<file path="config.mk">
export PLATFORM = sky130hd
export DESIGN_NAME = mci_top
export DESIGN_NICKNAME = d
export VERILOG_FILES = /design/src/verilog/mci_pkg.sv /design/src/verilog/mci_reg_block.sv /design/src/verilog/mci_wdt.sv /design/src/verilog/mci_boot_seqr.sv /design/src/verilog/mci_top.sv
export VERILOG_INCLUDE_DIRS = /design/src /design/src/verilog
export SDC_FILE = /design/constraint.sdc
export NUM_CORES = 1
export LEC_CHECK = 0
export BUFFER_PORTS_ARGS = -buffer_cell sky130_fd_sc_hd__buf_2
export CELL_PAD_IN_SITES_DETAIL_PLACEMENT = 1
export CELL_PAD_IN_SITES_GLOBAL_PLACEMENT = 1
export CORE_MARGIN = 5
export CORE_UTILIZATION = 51
export CTS_CLUSTER_SIZE = 20
export DETAILED_ROUTE_END_ITERATION = 10
export HOLD_SLACK_MARGIN = 0.03
export PLACE_DENSITY = 0.88
export SLEW_MARGIN = 20
export SYNTH_ARGS = -nofsm -noshare
export SYNTH_HDL_FRONTEND = slang
export SYNTH_SLANG_ARGS = --single-unit
</file>
<file path="constraint.sdc">
create_clock -name clk -period 5.9 [get_ports clk]
set_input_delay 1.77 -clock clk [delete_from_list [all_inputs] [get_ports clk]]
set_output_delay 1.77 -clock clk [all_outputs]
set_load 0.005 [all_outputs]
</file>
<file path="src/verilog/mci_cfg.svh">
`ifndef MCI_CFG_SVH
`define MCI_CFG_SVH

//////////////////////////////
// Widths
//////////////////////////////

// Register data and word address
`define MCI_DATA_W    32
`define MCI_ADDR_W    6

// Each aggregated subsystem error vector
`define MCI_AGG_ERR_W 32

//////////////////////////////
// Register word addresses
//////////////////////////////

// Boot control
`define MCI_ADDR_BOOT_GO             6'd0
`define MCI_ADDR_BOOT_STATUS         6'd1

// Watchdog timer 1
`define MCI_ADDR_WDT_T1_EN           6'd2
`define MCI_ADDR_WDT_T1_CTRL         6'd3
`define MCI_ADDR_WDT_T1_PERIOD       6'd4

// Watchdog timer 2
`define MCI_ADDR_WDT_T2_EN           6'd5
`define MCI_ADDR_WDT_T2_CTRL         6'd6
`define MCI_ADDR_WDT_T2_PERIOD       6'd7

// Timeout flags, write 1 to clear
`define MCI_ADDR_WDT_STATUS          6'd8

// Error aggregation
`define MCI_ADDR_ERR_FATAL           6'd9
`define MCI_ADDR_ERR_NON_FATAL       6'd10
`define MCI_ADDR_ERR_FATAL_MASK      6'd11
`define MCI_ADDR_ERR_NON_FATAL_MASK  6'd12

// Reset value of both timer periods
`define MCI_WDT_PERIOD_RST           32'hFFFF_FFFF

`endif

</file>
<file path="src/verilog/mci_pkg.sv">
`include "mci_cfg.svh"

package mci_pkg;

    //////////////////////////////
    // Register port
    //////////////////////////////

    // Single-cycle strobe request
    typedef struct packed {
        logic                   valid;
        logic                   write;
        logic [`MCI_ADDR_W-1:0] addr;
        logic [`MCI_DATA_W-1:0] wdata;
    } mci_reg_req_t;

    // Response, one cycle after the request
    typedef struct packed {
        logic                   valid;
        logic                   error;
        logic [`MCI_DATA_W-1:0] rdata;
    } mci_reg_rsp_t;

    //////////////////////////////
    // Watchdog
    //////////////////////////////

    typedef struct packed {
        logic                   t1_en;
        logic                   t2_en;
        // Single-cycle pulses
        logic                   t1_restart;
        logic                   t2_restart;
        logic                   t1_clear;
        logic                   t2_clear;
        logic [`MCI_DATA_W-1:0] t1_period;
        logic [`MCI_DATA_W-1:0] t2_period;
    } mci_wdt_ctrl_t;

    typedef struct packed {
        logic t1_timeout;
        logic t2_timeout;
    } mci_wdt_status_t;

    //////////////////////////////
    // Boot sequencer
    //////////////////////////////

    typedef struct packed {
        logic bootfsm_go;
        logic caliptra_go;
    } mci_boot_ctrl_t;

    typedef enum logic [2:0] {
        BOOT_IDLE    = 3'd0,
        BOOT_LCC     = 3'd1,
        BOOT_FC      = 3'd2,
        BOOT_MCU_RUN = 3'd3,
        BOOT_DONE    = 3'd4
    } mci_boot_state_e;

endpackage

</file>
<file path="src/verilog/mci_reg_block.sv">
`include "mci_cfg.svh"

module mci_reg_block
    import mci_pkg::*;
(
    input  logic                      clk,
    input  logic                      arst_n_i,

    input  mci_reg_req_t              reg_req_i,
    output mci_reg_rsp_t              reg_rsp_o,

    input  logic [`MCI_AGG_ERR_W-1:0] agg_error_fatal_i,
    input  logic [`MCI_AGG_ERR_W-1:0] agg_error_non_fatal_i,

    input  mci_wdt_status_t           wdt_status_i,
    input  mci_boot_state_e           boot_state_i,
    output mci_wdt_ctrl_t             wdt_ctrl_o,
    output mci_boot_ctrl_t            boot_ctrl_o,

    output logic                      all_error_fatal_o,
    output logic                      all_error_non_fatal_o
);

    logic                      wr_sel;
    logic                      addr_hit;
    logic                      bad_access;
    logic [`MCI_DATA_W-1:0]    rd_data;

    mci_boot_ctrl_t            boot_ctrl_q;
    logic                      t1_en_q;
    logic                      t2_en_q;
    logic [`MCI_DATA_W-1:0]    t1_period_q;
    logic [`MCI_DATA_W-1:0]    t2_period_q;

    logic [`MCI_AGG_ERR_W-1:0] fatal_sts_q;
    logic [`MCI_AGG_ERR_W-1:0] non_fatal_sts_q;
    logic [`MCI_AGG_ERR_W-1:0] fatal_mask_q;
    logic [`MCI_AGG_ERR_W-1:0] non_fatal_mask_q;
    logic [`MCI_AGG_ERR_W-1:0] fatal_clr;
    logic [`MCI_AGG_ERR_W-1:0] non_fatal_clr;
    logic                      all_fatal_q;
    logic                      all_non_fatal_q;

    mci_reg_rsp_t              rsp_q;

    //////////////////////////////
    // Decode and read mux
    //////////////////////////////

    assign wr_sel = reg_req_i.valid && reg_req_i.write;

    always_comb begin
        addr_hit = 1'b1;
        rd_data  = '0;
        case (reg_req_i.addr)
            `MCI_ADDR_BOOT_GO:            rd_data[1:0] = {boot_ctrl_q.caliptra_go,
                                                          boot_ctrl_q.bootfsm_go};
            `MCI_ADDR_BOOT_STATUS:        rd_data[2:0] = boot_state_i;
            `MCI_ADDR_WDT_T1_EN:          rd_data[0]   = t1_en_q;
            `MCI_ADDR_WDT_T1_PERIOD:      rd_data      = t1_period_q;
            `MCI_ADDR_WDT_T2_EN:          rd_data[0]   = t2_en_q;
            `MCI_ADDR_WDT_T2_PERIOD:      rd_data      = t2_period_q;
            `MCI_ADDR_WDT_STATUS:         rd_data[1:0] = {wdt_status_i.t2_timeout,
                                                          wdt_status_i.t1_timeout};
            `MCI_ADDR_ERR_FATAL:          rd_data      = fatal_sts_q;
            `MCI_ADDR_ERR_NON_FATAL:      rd_data      = non_fatal_sts_q;
            `MCI_ADDR_ERR_FATAL_MASK:     rd_data      = fatal_mask_q;
            `MCI_ADDR_ERR_NON_FATAL_MASK: rd_data      = non_fatal_mask_q;
            // Restart bits are pulses, nothing to read back
            `MCI_ADDR_WDT_T1_CTRL,
            `MCI_ADDR_WDT_T2_CTRL:        rd_data      = '0;
            default:                      addr_hit     = 1'b0;
        endcase
    end

    // Status is read-only
    assign bad_access = !addr_hit ||
                        (reg_req_i.write && reg_req_i.addr == `MCI_ADDR_BOOT_STATUS);

    //////////////////////////////
    // Control registers
    //////////////////////////////

    always_ff @(posedge clk or negedge arst_n_i) begin
        if (!arst_n_i) begin
            boot_ctrl_q      <= '0;
            t1_en_q          <= 1'b0;
            t2_en_q          <= 1'b0;
            t1_period_q      <= `MCI_WDT_PERIOD_RST;
            t2_period_q      <= `MCI_WDT_PERIOD_RST;
            fatal_mask_q     <= '0;
            non_fatal_mask_q <= '0;
        end else if (wr_sel) begin
            case (reg_req_i.addr)
                `MCI_ADDR_BOOT_GO: begin
                    boot_ctrl_q.bootfsm_go  <= reg_req_i.wdata[0];
                    boot_ctrl_q.caliptra_go <= reg_req_i.wdata[1];
                end
                `MCI_ADDR_WDT_T1_EN:          t1_en_q          <= reg_req_i.wdata[0];
                `MCI_ADDR_WDT_T1_PERIOD:      t1_period_q      <= reg_req_i.wdata;
                `MCI_ADDR_WDT_T2_EN:          t2_en_q          <= reg_req_i.wdata[0];
                `MCI_ADDR_WDT_T2_PERIOD:      t2_period_q      <= reg_req_i.wdata;
                `MCI_ADDR_ERR_FATAL_MASK:
                    fatal_mask_q <= reg_req_i.wdata[`MCI_AGG_ERR_W-1:0];
                `MCI_ADDR_ERR_NON_FATAL_MASK:
                    non_fatal_mask_q <= reg_req_i.wdata[`MCI_AGG_ERR_W-1:0];
                default: ;
            endcase
        end
    end

    // Watchdog pulses act on the request edge
    always_comb begin
        wdt_ctrl_o.t1_en      = t1_en_q;
        wdt_ctrl_o.t2_en      = t2_en_q;
        wdt_ctrl_o.t1_restart = wr_sel && reg_req_i.addr == `MCI_ADDR_WDT_T1_CTRL &&
                                reg_req_i.wdata[0];
        wdt_ctrl_o.t2_restart = wr_sel && reg_req_i.addr == `MCI_ADDR_WDT_T2_CTRL &&
                                reg_req_i.wdata[0];
        wdt_ctrl_o.t1_clear   = wr_sel && reg_req_i.addr == `MCI_ADDR_WDT_STATUS &&
                                reg_req_i.wdata[0];
        wdt_ctrl_o.t2_clear   = wr_sel && reg_req_i.addr == `MCI_ADDR_WDT_STATUS &&
                                reg_req_i.wdata[1];
        wdt_ctrl_o.t1_period  = t1_period_q;
        wdt_ctrl_o.t2_period  = t2_period_q;
    end

    assign boot_ctrl_o = boot_ctrl_q;

    //////////////////////////////
    // Error aggregation
    //////////////////////////////

    assign fatal_clr     = (wr_sel && reg_req_i.addr == `MCI_ADDR_ERR_FATAL) ?
                           reg_req_i.wdata[`MCI_AGG_ERR_W-1:0] : '0;
    assign non_fatal_clr = (wr_sel && reg_req_i.addr == `MCI_ADDR_ERR_NON_FATAL) ?
                           reg_req_i.wdata[`MCI_AGG_ERR_W-1:0] : '0;

    // New error wins over a clear in the same cycle
    always_ff @(posedge clk or negedge arst_n_i) begin
        if (!arst_n_i) begin
            fatal_sts_q     <= '0;
            non_fatal_sts_q <= '0;
            all_fatal_q     <= 1'b0;
            all_non_fatal_q <= 1'b0;
        end else begin
            fatal_sts_q     <= (fatal_sts_q & ~fatal_clr) | agg_error_fatal_i;
            non_fatal_sts_q <= (non_fatal_sts_q & ~non_fatal_clr) | agg_error_non_fatal_i;
            all_fatal_q     <= |(fatal_sts_q & ~fatal_mask_q);
            all_non_fatal_q <= |(non_fatal_sts_q & ~non_fatal_mask_q);
        end
    end

    assign all_error_fatal_o     = all_fatal_q;
    assign all_error_non_fatal_o = all_non_fatal_q;

    //////////////////////////////
    // Response
    //////////////////////////////

    always_ff @(posedge clk or negedge arst_n_i) begin
        if (!arst_n_i) begin
            rsp_q <= '0;
        end else begin
            rsp_q.valid <= reg_req_i.valid;
            rsp_q.error <= reg_req_i.valid && bad_access;
            rsp_q.rdata <= (reg_req_i.valid && !reg_req_i.write && !bad_access) ?
                           rd_data : '0;
        end
    end

    assign reg_rsp_o = rsp_q;

endmodule

</file>
<file path="src/verilog/mci_wdt.sv">
`include "mci_cfg.svh"

module mci_wdt
    import mci_pkg::*;
(
    input  logic            clk,
    input  logic            arst_n_i,

    input  mci_wdt_ctrl_t   wdt_ctrl_i,
    output mci_wdt_status_t wdt_status_o,

    output logic            mcu_timer_int_o,
    output logic            nmi_intr_o
);

    // Index 0 is timer 1, index 1 is timer 2
    logic [1:0]                  restart;
    logic [1:0]                  clear;
    logic [1:0]                  run;
    logic [1:0][`MCI_DATA_W-1:0] period;
    logic [1:0][`MCI_DATA_W-1:0] cnt_q;
    logic [1:0]                  flag_q;

    assign restart = {wdt_ctrl_i.t2_restart, wdt_ctrl_i.t1_restart};
    assign clear   = {wdt_ctrl_i.t2_clear,   wdt_ctrl_i.t1_clear};
    assign period  = {wdt_ctrl_i.t2_period,  wdt_ctrl_i.t1_period};

    //////////////////////////////
    // Run conditions
    //////////////////////////////

    assign run[0] = wdt_ctrl_i.t1_en;

    // Cascade when t2_en is low
    // Timer 2 then waits for the first stage to expire
    assign run[1] = wdt_ctrl_i.t2_en || (flag_q[0] && !flag_q[1]);

    //////////////////////////////
    // Counters and sticky flags
    //////////////////////////////

    always_ff @(posedge clk or negedge arst_n_i) begin
        if (!arst_n_i) begin
            cnt_q  <= '0;
            flag_q <= '0;
        end else begin
            for (int i = 0; i < 2; i++) begin
                if (!run[i] || restart[i] || clear[i]) begin
                    cnt_q[i] <= '0;
                end else if (cnt_q[i] != period[i]) begin
                    cnt_q[i] <= cnt_q[i] + 1'b1;
                end

                // Counter holds at the period once it expires
                if (clear[i]) begin
                    flag_q[i] <= 1'b0;
                end else if (run[i] && !restart[i] && cnt_q[i] == period[i]) begin
                    flag_q[i] <= 1'b1;
                end
            end
        end
    end

    assign wdt_status_o.t1_timeout = flag_q[0];
    assign wdt_status_o.t2_timeout = flag_q[1];

    // First stage interrupts the MCU, second stage is fatal
    assign mcu_timer_int_o = flag_q[0];
    assign nmi_intr_o      = flag_q[1];

endmodule

</file>
<file path="src/verilog/mci_boot_seqr.sv">
`include "mci_cfg.svh"

module mci_boot_seqr
    import mci_pkg::*;
(
    input  logic            clk,
    input  logic            arst_n_i,

    input  mci_boot_ctrl_t  boot_ctrl_i,

    // Lifecycle and fuse controller handshake
    input  logic            lc_done_i,
    input  logic            fc_opt_done_i,
    output logic            lc_init_o,
    output logic            fc_opt_init_o,

    // Reset releases
    output logic            mcu_rst_b_o,
    output logic            cptra_rst_b_o,

    output mci_boot_state_e boot_state_o
);

    mci_boot_state_e state_q;
    mci_boot_state_e state_d;
    logic            lc_init_q;
    logic            fc_opt_init_q;
    logic            mcu_rst_b_q;
    logic            cptra_rst_b_q;

    //////////////////////////////
    // Next state
    //////////////////////////////

    always_comb begin
        state_d = state_q;
        case (state_q)
            BOOT_IDLE:    if (boot_ctrl_i.bootfsm_go)  state_d = BOOT_LCC;
            BOOT_LCC:     if (lc_done_i)               state_d = BOOT_FC;
            BOOT_FC:      if (fc_opt_done_i)           state_d = BOOT_MCU_RUN;
            BOOT_MCU_RUN: if (boot_ctrl_i.caliptra_go) state_d = BOOT_DONE;
            // Done holds until reset
            BOOT_DONE:                                 state_d = BOOT_DONE;
            default:                                   state_d = BOOT_IDLE;
        endcase
    end

    //////////////////////////////
    // State and decoded outputs
    //////////////////////////////

    // Outputs decode the next state so they line up with state_q
    always_ff @(posedge clk or negedge arst_n_i) begin
        if (!arst_n_i) begin
            state_q       <= BOOT_IDLE;
            lc_init_q     <= 1'b0;
            fc_opt_init_q <= 1'b0;
            mcu_rst_b_q   <= 1'b0;
            cptra_rst_b_q <= 1'b0;
        end else begin
            state_q       <= state_d;
            lc_init_q     <= (state_d == BOOT_LCC);
            fc_opt_init_q <= (state_d == BOOT_FC);
            mcu_rst_b_q   <= (state_d == BOOT_MCU_RUN) || (state_d == BOOT_DONE);
            cptra_rst_b_q <= (state_d == BOOT_DONE);
        end
    end

    assign lc_init_o     = lc_init_q;
    assign fc_opt_init_o = fc_opt_init_q;
    assign mcu_rst_b_o   = mcu_rst_b_q;
    assign cptra_rst_b_o = cptra_rst_b_q;
    assign boot_state_o  = state_q;

endmodule

</file>
<file path="src/verilog/mci_top.sv">
`include "mci_cfg.svh"

module mci_top
    import mci_pkg::*;
(
    input  logic                      clk,
    input  logic                      arst_n_i,

    // Register port
    input  mci_reg_req_t              reg_req_i,
    output mci_reg_rsp_t              reg_rsp_o,

    // Subsystem errors
    input  logic [`MCI_AGG_ERR_W-1:0] agg_error_fatal_i,
    input  logic [`MCI_AGG_ERR_W-1:0] agg_error_non_fatal_i,

    // Lifecycle and fuse controllers
    input  logic                      lc_done_i,
    input  logic                      fc_opt_done_i,
    output logic                      lc_init_o,
    output logic                      fc_opt_init_o,

    // Reset controls
    output logic                      mcu_rst_b_o,
    output logic                      cptra_rst_b_o,

    // Interrupts
    output logic                      mcu_timer_int_o,
    output logic                      nmi_intr_o,
    output logic                      all_error_fatal_o,
    output logic                      all_error_non_fatal_o
);

    mci_wdt_ctrl_t   wdt_ctrl;
    mci_wdt_status_t wdt_status;
    mci_boot_ctrl_t  boot_ctrl;
    mci_boot_state_e boot_state;

    //////////////////////////////
    // CSR bank
    //////////////////////////////

    mci_reg_block i_mci_reg_block (
        .clk                   (clk),
        .arst_n_i              (arst_n_i),
        .reg_req_i             (reg_req_i),
        .reg_rsp_o             (reg_rsp_o),
        .agg_error_fatal_i     (agg_error_fatal_i),
        .agg_error_non_fatal_i (agg_error_non_fatal_i),
        .wdt_status_i          (wdt_status),
        .boot_state_i          (boot_state),
        .wdt_ctrl_o            (wdt_ctrl),
        .boot_ctrl_o           (boot_ctrl),
        .all_error_fatal_o     (all_error_fatal_o),
        .all_error_non_fatal_o (all_error_non_fatal_o)
    );

    // Two-stage watchdog
    mci_wdt i_mci_wdt (
        .clk             (clk),
        .arst_n_i        (arst_n_i),
        .wdt_ctrl_i      (wdt_ctrl),
        .wdt_status_o    (wdt_status),
        .mcu_timer_int_o (mcu_timer_int_o),
        .nmi_intr_o      (nmi_intr_o)
    );

    // Boot sequencer
    mci_boot_seqr i_boot_seqr (
        .clk           (clk),
        .arst_n_i      (arst_n_i),
        .boot_ctrl_i   (boot_ctrl),
        .lc_done_i     (lc_done_i),
        .fc_opt_done_i (fc_opt_done_i),
        .lc_init_o     (lc_init_o),
        .fc_opt_init_o (fc_opt_init_o),
        .mcu_rst_b_o   (mcu_rst_b_o),
        .cptra_rst_b_o (cptra_rst_b_o),
        .boot_state_o  (boot_state)
    );

endmodule

</file>
==> flow_summary.ini, run 1 <==
[run_status]
status = completed

[power]
switching_power_mw = 1.42
clock_power_share = 0.419
power_density_nw_per_um2 = 296
p_comb_frac = 0.110
p_total_mw = 5.03
p_leak_nw = 7.66
p_sw_frac = 0.283
p_int_mw = 3.61
p_seq_frac = 0.471
irDropWorstVdd_v = 0.000207

[worst_setup_path]
r2r_start = i_mci_reg_block.t2_period_q[20]$_DFFE_PN1P_
path_max_fanout = 33
cp-start-kind = input pin
criticalPathCategory = input pin to register
worst-endpoint-arrival_ns = 4.47
reg2reg_to = i_mci_wdt.cnt_q[53]$_DFFE_PN0P_
regToRegSetupSlack_ns = 2.96
worst-r2r-cell-count = 6
cp.required_ns = 6.35
cp-end-kind = register

[yosys]
yosysMostFrequentCell = dfrtp_1
synthTopCellsByCount = dfrtp_1, mux2_2, nand2_1
ys_ff_latch = 305
synth-seq-area-share = 0.519
syn_inst = 1350
yosys_warnings = 0
ys_types = 66
yosys.area.top_type = dfrtp_1
ys_top_cells_by_area = dfrtp_1, dfstp_2, mux2_2, a22oi_1, xor2_1
postSynthAreaPerCell_sq_um = 11.0
syn-num-nets = 1460
synth_top_area_frac = 0.406
synth_edf_count = 0
syn_area_sq_um = 14800
synth_ff_type = dfrtp_1
async_reset_ff_frac = 1.00

[die]
fp.dieArea_sq_um = 32600
ios = 150
core_sq_um = 28700
die_w_um = 181
std_cell_rows = 62
die_h_um = 181
start_util = 0.517

[worst_hold_path]
min_to = i_mci_reg_block.non_fatal_sts_q[12]$_DFF_PN0_
min_path_cells = 1
hold_path.class = register to register
hp-start = i_mci_reg_block.non_fatal_sts_q[12]$_DFF_PN0_

[finish]
final-seq-area_sq_um = 7710
area_growth_pct = 14.6
final_core_util = 0.593
fillers = 3075
drive_gt1_frac = 0.296
multi_input_area_sq_um = 6530
nets = 1592

[cts]
cts.sinks = 305
cts.clk_slew.worst_paths_ns = 0.07
cts.repair.resized = 0
post-cts-setup-buffers = 0
hold_buffers = 0
cts-root-buf = clkbuf_16
htree_levels = 2
numCtsBuffers = 35
clockBufferDepth = 3
insertion_delay_ns = 0.53
cts_tree = yes

[timing]
tightest_slew_ns = 1.10
period_share = 0.682
hold_ws_ns = 0.513
period_needed_ns = 4.02
hold_viol_final = 0
fmax_mhz = 249
setup_tns_ns = 0
slew_headroom = 0.264
rsz0062_at_grt = false
drv_slew = 0
final-setup-viol-count = 0
clock-skew-final_ns = 0.0201

[grt]
grt_usage = 0.342
grt-ovfl-total = 0
antenna_found_initial = 3
grt_pass1_vias = 14054
grt_pass1_wl_mm = 87.1
grt_max_degree = 128

[job]
drv_cap = 0

[place]
dp_hpwl_mm = 37.5
port_buffers = 149
routabilityCongestion = 0.921

[drt]
first_iter_violations = 1500
drtAntennaViolNets = 0
num_vias = 13009
vias_per_cell = 6.86
remaining_drc_errors = 0
dr.pass1.iters = 5
wire_per_inst_um = 30.1
postRouteWirelength_mm = 57.0
## per-stage QoR
| step | instances | worst slack, ns | area (sq um) |
|---|---|---|---|
| final | 1895 | 1.88 | 17000 |
| after global routing | 1895 | 1.87 | 17000 |
| after CTS | 1892 | 1.98 | 17000 |
| after detailed placement | 1828 | 1.52 | 15900 |
| after global placement | 1828 | 1.61 | 15900 |
| after floorplan | 1350 | 2.41 | 14800 |
## cell usage in the layout (no fill, tap or decap), types with 12 or more instances in the layout
cell type	instances
dfrtp_1	241
buf_2	148
mux2_2	130
nand2_1	118
a22oi_1	88
inv_1	69
xor2_1	66
a21o_1	65
dfstp_2	64
a21oi_1	40
nor2_1	37
clkbuf_16	36
a31oi_1	33
nand3_1	31
o22ai_1	28
nor4_1	24
or4_1	21
o21ai_0	19
nand4_1	19
o31ai_1	17
or3_1	16
xnor2_1	15
buf_4	15
and3_1	12
clkbuf_1	12
## final cells by class
cell class              instances  share of cell area
diodes                          2            0.000294
clock buffers                  52              0.0588
clock inverters                12             0.00500
inverters                      69              0.0152
multi-input cells             904               0.384
flip-flops and latches        305               0.453
well taps                     384              0.0282
repair buffers                167              0.0550
## sequential cells by signal (all words and copies together), names as in the netlist
| register | flops |
|---|---|
| i_mci_wdt.cnt_q | 64 |
| i_mci_reg_block.reg_rsp_o | 34 |
| i_mci_reg_block.fatal_mask_q | 32 |
| i_mci_reg_block.fatal_sts_q | 32 |
| i_mci_reg_block.non_fatal_mask_q | 32 |
| i_mci_reg_block.non_fatal_sts_q | 32 |
| i_mci_reg_block.t1_period_q | 32 |
| i_mci_reg_block.t2_period_q | 32 |
| i_boot_seqr.boot_state_o | 3 |
| i_mci_reg_block.boot_ctrl_o | 2 |
| i_mci_wdt.flag_q | 2 |
| i_boot_seqr.cptra_rst_b_o | 1 |
| i_boot_seqr.fc_opt_init_o | 1 |
| i_boot_seqr.lc_init_o | 1 |
| i_boot_seqr.mcu_rst_b_o | 1 |
| i_mci_reg_block.all_error_fatal_o | 1 |
| i_mci_reg_block.all_error_non_fatal_o | 1 |
| i_mci_reg_block.t1_en_q | 1 |
| i_mci_reg_block.t2_en_q | 1 |
## how the worst max path moves through the flow
| stage | start | slack [ns] | cells past startpoint | to |
|---|---|---|---|---|
| after floorplan | reg_req_i[35] | 2.41 | 6 | i_mci_reg_block.fatal_mask_q[10]$_DFFE_PN0P_ |
| after global placement | reg_req_i[34] | 1.61 | 6 | i_mci_reg_block.t1_period_q[12]$_DFFE_PN1P_ |
| after detailed placement | reg_req_i[34] | 1.52 | 6 | i_mci_reg_block.t1_period_q[2]$_DFFE_PN1P_ |
| after CTS | reg_req_i[34] | 1.98 | 6 | i_mci_reg_block.t1_period_q[2]$_DFFE_PN1P_ |
| after global routing | reg_req_i[34] | 1.87 | 6 | i_mci_reg_block.t1_period_q[2]$_DFFE_PN1P_ |
| final | reg_req_i[34] | 1.88 | 6 | i_mci_reg_block.t1_period_q[28]$_DFFE_PN1P_ |
## critical path, cell delays in order
cell and delay [ns]:
buf_2 0.26, or4b_1 0.71, nor2_4 0.16, buf_4 0.40, nand2_2 0.62, mux2_2 0.52
## power groups by stage
stage	Sequential (mW)	Combinational, mW	Clock [mW]
after floorplan	2.33	0.323	0
after global placement	2.38	0.493	0
after detailed placement	2.39	0.526	0
after CTS	2.36	0.545	2.11
after global routing	2.37	0.592	2.21
final	2.37	0.554	2.11
## routing by layer
metal	vias up	part of all wire	GRT usage
met5	-	0.00016	0
met4	2	0.069	0.193
met3	295	0.089	0.0799
met2	867	0.48	0.563
met1	6634	0.36	0.415
li1	5211	-	-
## cell families (layout without fill, tap and decap cells)
logic type,after synthesis,after routing,share of synthesized area
other cells,0,2,0
buf+inv,141,300,0.0432
compound gates,337,337,0.159
mux,141,141,0.106
fa+ha+maj,2,2,0.00169
flops,305,305,0.519
simple gates,343,343,0.123
xor+xnor,81,81,0.0478
Note: power is estimated with default switching activity, not from simulation.
==> run 2: changes to the inputs <==
- ABC_AREA: default -> 1
- CORE_UTILIZATION: 51 -> 44
- PLACE_DENSITY: 0.88 -> 0.83
- clock period: 5.9 -> 4 ns (I/O delays scaled with it)
==> run 2 against run 1 <==
Critical path depth increased by 5. Via count increased by 22%. Area after synthesis is 11% higher. Wire length rose by 4.2%. Register-to-register slack lost 1.3 ns. Flip-flop and latch count unchanged. Global-route usage is 5.4 points lower. Largest power group is now clock. Worst setup slack lost 0.44 ns. Worst hold slack got worse by 0.027 ns. Clock-buffer cell count unchanged. Highest routed layer unchanged. First-iteration DRC count shrank 28%. Final cell count is 50% higher.
==> flow_summary.ini, run 2 <==
[run_status]
status = completed

[power]
irDropWorstVdd_v = 0.000275
power_density_nw_per_um2 = 422
p_leak_nw = 9.64

[finish]
final_common_cell = nand2_1
regMostFlops = i_mci_wdt.cnt_q
largest_register_ffs = 64
area_growth_pct = 14.9
layout_common_cells = nand2_1, inv_1, nor2_1, dfrtp_1, buf_2
antenna_cells = 0
drive_gt1_frac = 0.142
nets = 2451

[die]
ios = 150
start_util = 0.447
die_w_um = 203
std_cell_rows = 70
fp.dieArea_sq_um = 41300
core_sq_um = 36800
die_h_um = 203

[worst_setup_path]
criticalPathCategory = input pin to register
crit_top_cell = nand2_1
worst-r2r-cell-count = 8
path_max_fanout = 23
cp-start-kind = input pin
worst-endpoint-arrival_ns = 3.06
cp.required_ns = 4.49
path_cells = buf_2, inv_1, nor2_1, inv_1, nor2_1, nand2_1, nand2_1, nor2_4, buf_4, nand4_1, nand2_1
cp-end-kind = register
cpPeakStageDelay_ns = 0.52
critPathSlowestCell = nor2_4

[grt]
grt_pass1_wl_mm = 94.7
grt-ovfl-total = 0
grt_most_used_layer = met2
use_met3 = 0.0499
antenna_found_initial = 2
grt_usage = 0.288
grtUsageMet1 = 0.391
gr-usage-met2 = 0.473
grt_max_degree = 94
grt_pass1_vias = 16834

[cts]
clockBufferDepth = 3
hold_buffers = 0
htree_levels = 2
cts.clk_slew.worst_paths_ns = 0.06
cts.sinks = 305
post-cts-setup-buffers = 0
cts_tree = yes
cts-root-buf = clkbuf_16
insertion_delay_ns = 0.56
cts.repair.resized = 0
numCtsBuffers = 36

[drt]
vias_per_cell = 5.58
remaining_drc_errors = 0
postRouteWirelength_mm = 59.4
wire_per_inst_um = 21.0
first_iter_violations = 1084
drtAntennaViolNets = 0
dr.pass1.iters = 5
num_vias = 15827

[timing]
tightest_slew_ns = 0.823
hold_viol_final = 0
slew_headroom = 0.451
period_needed_ns = 2.56
hold_ws_ns = 0.486
fmax_mhz = 390
clock-skew-final_ns = 0.0192
drv_slew = 0
setup_tns_ns = 0
period_share = 0.641
rsz0062_at_grt = false
final-setup-viol-count = 0

[yosys]
syn-num-nets = 2322
synth_edf_count = 0
ys_types = 36
postSynthAreaPerCell_sq_um = 7.44
yosys_warnings = 0
ys_ff_latch = 305
synth_top_area_frac = 0.367
yosys.area.top_type = dfrtp_1
synth-seq-area-share = 0.469
yosysMostFrequentCell = nand2_1
ys_top_cells_by_area = dfrtp_1, nand2_1, dfstp_2, inv_1, nor2_1
syn_inst = 2212
async_reset_ff_frac = 1.00
syn_area_sq_um = 16400
synthTopCellsByCount = nand2_1, inv_1, nor2_1
synth_ff_type = dfrtp_1

[job]
drv_cap = 0

[worst_hold_path]
hold_path.class = register to register
min_path_cells = 2

[place]
dp_hpwl_mm = 42.8
routabilityCongestion = 0.924
port_buffers = 149
run 2: cell count changes after synthesis, moves of 38 or more:
| cell | previous run | this run |
|---|---|---|
| a21o_1 | 65 | 1 |
| a22oi_1 | 88 | 1 |
| inv_1 | 69 | 257 |
| mux2_2 | 130 | 0 |
| nand2_1 | 118 | 685 |
| nand3_1 | 31 | 114 |
| nand4_1 | 19 | 70 |
| nor2_1 | 39 | 249 |
| o21ai_0 | 19 | 131 |
| o21ai_1 | 2 | 54 |
| o21bai_1 | 3 | 53 |
| xnor2_1 | 15 | 53 |
| xor2_1 | 66 | 20 |
run 2: through the flow:
stage | cells | util | total power, mW | setup WS, ns | instance area [sq um]
floorplan | 2212 | - | 4.01 | 1.71 | 16400
finish | 2837 | 0.514 | 7.98 | 1.44 | 18900
global route | 2837 | 0.514 | 8.28 | 1.32 | 18900
CTS | 2837 | 0.514 | 8.01 | 1.34 | 18900
global placement | 2771 | 0.479 | 4.42 | 1.02 | 17600
detailed placement | 2771 | 0.479 | 4.46 | 0.909 | 17600
run 2: final cells by class:
cell class | count | area, sq um
tap | 468 | 586
sequential | 305 | 7710
timing repair buffer | 173 | 973
clock buffer | 52 | 1090
multi-input combinational | 1560 | 7360
inverter | 265 | 997
clock inverter | 14 | 178
fill | 4659 | 17900
run 2: critical path, delay by kind of cell:
| kind | cells | cell delay, ns |
|---|---|---|
| and+or+nand+nor | 7 | 1.06 |
| buffers and inverters | 4 | 0.78 |
run 2: cells by family (layout without fill, tap and decap cells):
logic type,count (synthesis),after routing,synth area share
compound gates,307,307,0.106
fa+ha+maj,2,2,0.00152
buf+inv,347,504,0.0852
flops,305,305,0.469
xor+xnor,73,73,0.0389
simple gates,1178,1178,0.300
run 2: worst paths after layout:
kind,startpoint,end,slack [ns]
worst max-delay path,reg_req_i[0],i_mci_wdt.cnt_q[28]$_DFFE_PN0P_,1.44
worst min-delay path,i_mci_reg_block.t2_period_q[4]$_DFFE_PN1P_,i_mci_reg_block.t2_period_q[4]$_DFFE_PN1P_,0.49
worst max register to register,i_mci_reg_block.t2_period_q[26]$_DFFE_PN1P_,i_mci_wdt.cnt_q[38]$_DFFE_PN0P_,1.63
worst min register to register,i_mci_reg_block.t2_period_q[4]$_DFFE_PN1P_,i_mci_reg_block.t2_period_q[4]$_DFFE_PN1P_,0.49
max in group asynchronous,arst_n_i,i_mci_reg_block.t2_period_q[12]$_DFFE_PN1P_,2.34
min in group asynchronous,arst_n_i,i_mci_wdt.cnt_q[57]$_DFFE_PN0P_,0.72
run 2: report_power, final:
part / leakage (nW) / switching, mW / total [mW] / internal, mW
combinational: 5.36 / 0.722 / 1.01 / 0.283
clock: 0.636 / 1.43 / 3.56 / 2.12
sequential: 3.64 / 0.146 / 3.42 / 3.27
run 2: per-layer routing:
metal | wire length, um | up-vias
li1 | - | 7306
met1 | 25800 | 7886
met2 | 28000 | 511
met3 | 3740 | 120
met4 | 1860 | 4
met5 | 31 | -
==> run 3: changes to the inputs <==
- ABC_AREA: 1 -> 0
- CORE_UTILIZATION: 44 -> 43
- PLACE_DENSITY: 0.83 -> 0.8
- clock period: 4 -> 2.3 ns (I/O delays scaled with it)
==> run 3 against run 2 <==
Worst hold slack got worse by 0.41 ns. Total power is 69% higher. Via count is 20% lower. Clock skew increased by 0.017 ns. Cell area fell by 3.6%. First-iteration DRC count increased by 9.1%. Worst setup slack lost 1.4 ns. Sequential power rose by 77%. Critical path depth is 4 lower. Critical path type is now register to register. Largest cell class unchanged.
==> flow_summary.ini, run 3 (synthesis results as in run 1) <==
[worst_setup_path]
path_max_fanout = 6
path_buf_inv = 1
cp.required_ns = 2.75
critPathSlowestCell = dfstp_2
path_cells = xor2_1, nor4_1, nand4_1, nor2_2, buf_4, or4_1, a21oi_1
cp-end-kind = register
worst-endpoint-arrival_ns = 2.73
cp-start-kind = register
cpPeakStageDelay_ns = 0.58
criticalPathCategory = register to register
cp_top_family = simple AND/OR/NAND/NOR gates

[cts]
cts-root-buf = clkbuf_16
clockBufferDepth = 3
cts.sinks = 305
cts_tree = yes
insertion_delay_ns = 0.54
hold_buffers = 0
post-cts-setup-buffers = 0
numCtsBuffers = 35
cts.clk_slew.worst_paths_ns = 0.06
htree_levels = 2

[finish]
largest_register_ffs = 64
layout_common_cells = dfrtp_1, buf_2, mux2_2, nand2_1, a22oi_1
final_common_cell = dfrtp_1
nets = 1671
drive_gt1_frac = 0.344
final_cell_count_no_fill = 2045
area_growth_pct = 22.7
final_core_util = 0.531
fin_area_sq_um = 18200
regMostFlops = i_mci_wdt.cnt_q
fillers = 3687

[timing]
fmax_mhz = 438
drv_slew = 0
period_share = 0.993
final-setup-viol-count = 0
tightest_slew_ns = 0.717
period_needed_ns = 2.28
slew_headroom = 0.517
clock-skew-final_ns = 0.0359
hold_viol_final = 0

[grt]
grt_pass1_vias = 13871
grt_usage = 0.281
grt_max_degree = 63
grt-ovfl-total = 0
antenna_found_initial = 3
grt_pass1_wl_mm = 84.3

[drt]
first_iter_violations = 1183
drtAntennaViolNets = 0
dr.pass1.iters = 5
postRouteWirelength_mm = 55.5
wire_per_inst_um = 27.1
num_vias = 12719
vias_per_cell = 6.22
remaining_drc_errors = 0

[job]
drv_cap = 0

[die]
core_sq_um = 34300
ios = 150
std_cell_rows = 68
start_util = 0.433
fp.dieArea_sq_um = 38300
die_w_um = 196
die_h_um = 196

[run_status]
status = completed

[place]
place_area_sq_um = 16900
dp_hpwl_mm = 39.3
port_buffers = 149
placed_cells = 1979
routabilityCongestion = 0.979

[power]
power_density_nw_per_um2 = 742
p_leak_nw = 8.22
irDropWorstVdd_v = 0.000443

[worst_hold_path]
hold_path.class = input pin to async pin
-- run 3: repair_timing --
item / 4_1_cts / 5_1_grt
pin swaps: 0 / 4
gates cloned: 0 / 0
gates resized for setup: 1 / 16
setup endpoints to repair: 1 / 25
-- run 3: area by class of cell --
type	count	area (sq um)	share of cell area
Inverter	69	259	0.0142
Sequential cell	305	7710	0.423
Antenna cell	2	5.00	0.000275
Clock buffer	51	1030	0.0563
Tap cell	455	569	0.0313
Multi-Input combinational cell	904	6600	0.363
Timing Repair Buffer	246	1860	0.102
Clock inverter	13	180	0.00989
-- run 3: per-stage QoR --
stage	power (mW)	worst slack, ns	setup TNS, ns	hold slack (ns)
after floorplan	6.82	0.00648	0	0.394
after global placement	7.58	-0.275	-42.22	0.483
after detailed placement	7.65	-0.304	-48.68	0.502
after CTS	13.5	0.0199	0	0.0880
after global routing	13.9	-0.0742	-0.373	0.0954
final	13.5	0.0165	0	0.0802
-- run 3: path summary, 6_finish.rpt --
path | start | to | slack (ns) | cells after the start
max | i_mci_reg_block.t2_period_q[0]$_DFFE_PN1P_ | i_mci_wdt.cnt_q[51]$_DFFE_PN0P_ | 0.02 | 7
min | arst_n_i | i_boot_seqr.cptra_rst_b_o$_DFF_PN0_ | 0.08 | 1
max reg2reg | i_mci_reg_block.t2_period_q[0]$_DFFE_PN1P_ | i_mci_wdt.cnt_q[51]$_DFFE_PN0P_ | 0.02 | 7
min reg2reg | i_mci_reg_block.non_fatal_sts_q[4]$_DFF_PN0_ | i_mci_reg_block.non_fatal_sts_q[4]$_DFF_PN0_ | 0.51 | 1
max in group asynchronous | arst_n_i | i_mci_reg_block.t1_period_q[17]$_DFFE_PN1P_ | 1.48 | 2
min in group clk | agg_error_non_fatal_i[11] | i_mci_reg_block.non_fatal_sts_q[11]$_DFF_PN0_ | 0.33 | 2
-- run 3: report_power, final --
part,total [mW],internal (mW),switching (mW)
Clock,5.85,3.47,2.38
Sequential,6.07,5.71,0.354
Combinational,1.59,0.664,0.928
Total,13.5,9.85,3.66
-- run 3: routing by layer --
metal  vias to the layer above  part of all wire  GRT usage
li1                       5372                 -          -
met1                      6526              0.38      0.352
met4                         2             0.049      0.120
met2                       628              0.50      0.480
met5                         -           0.00023          0
met3                       191             0.077     0.0498
-- run 3: worst reg2reg max path, delay by kind of cell (launching register included) --
kind	cells	cell delay (ns)
buf+inv	1	0.17
xor+xnor	1	0.29
flops	1	0.58
compound gates	1	0.18
simple gates	4	0.99
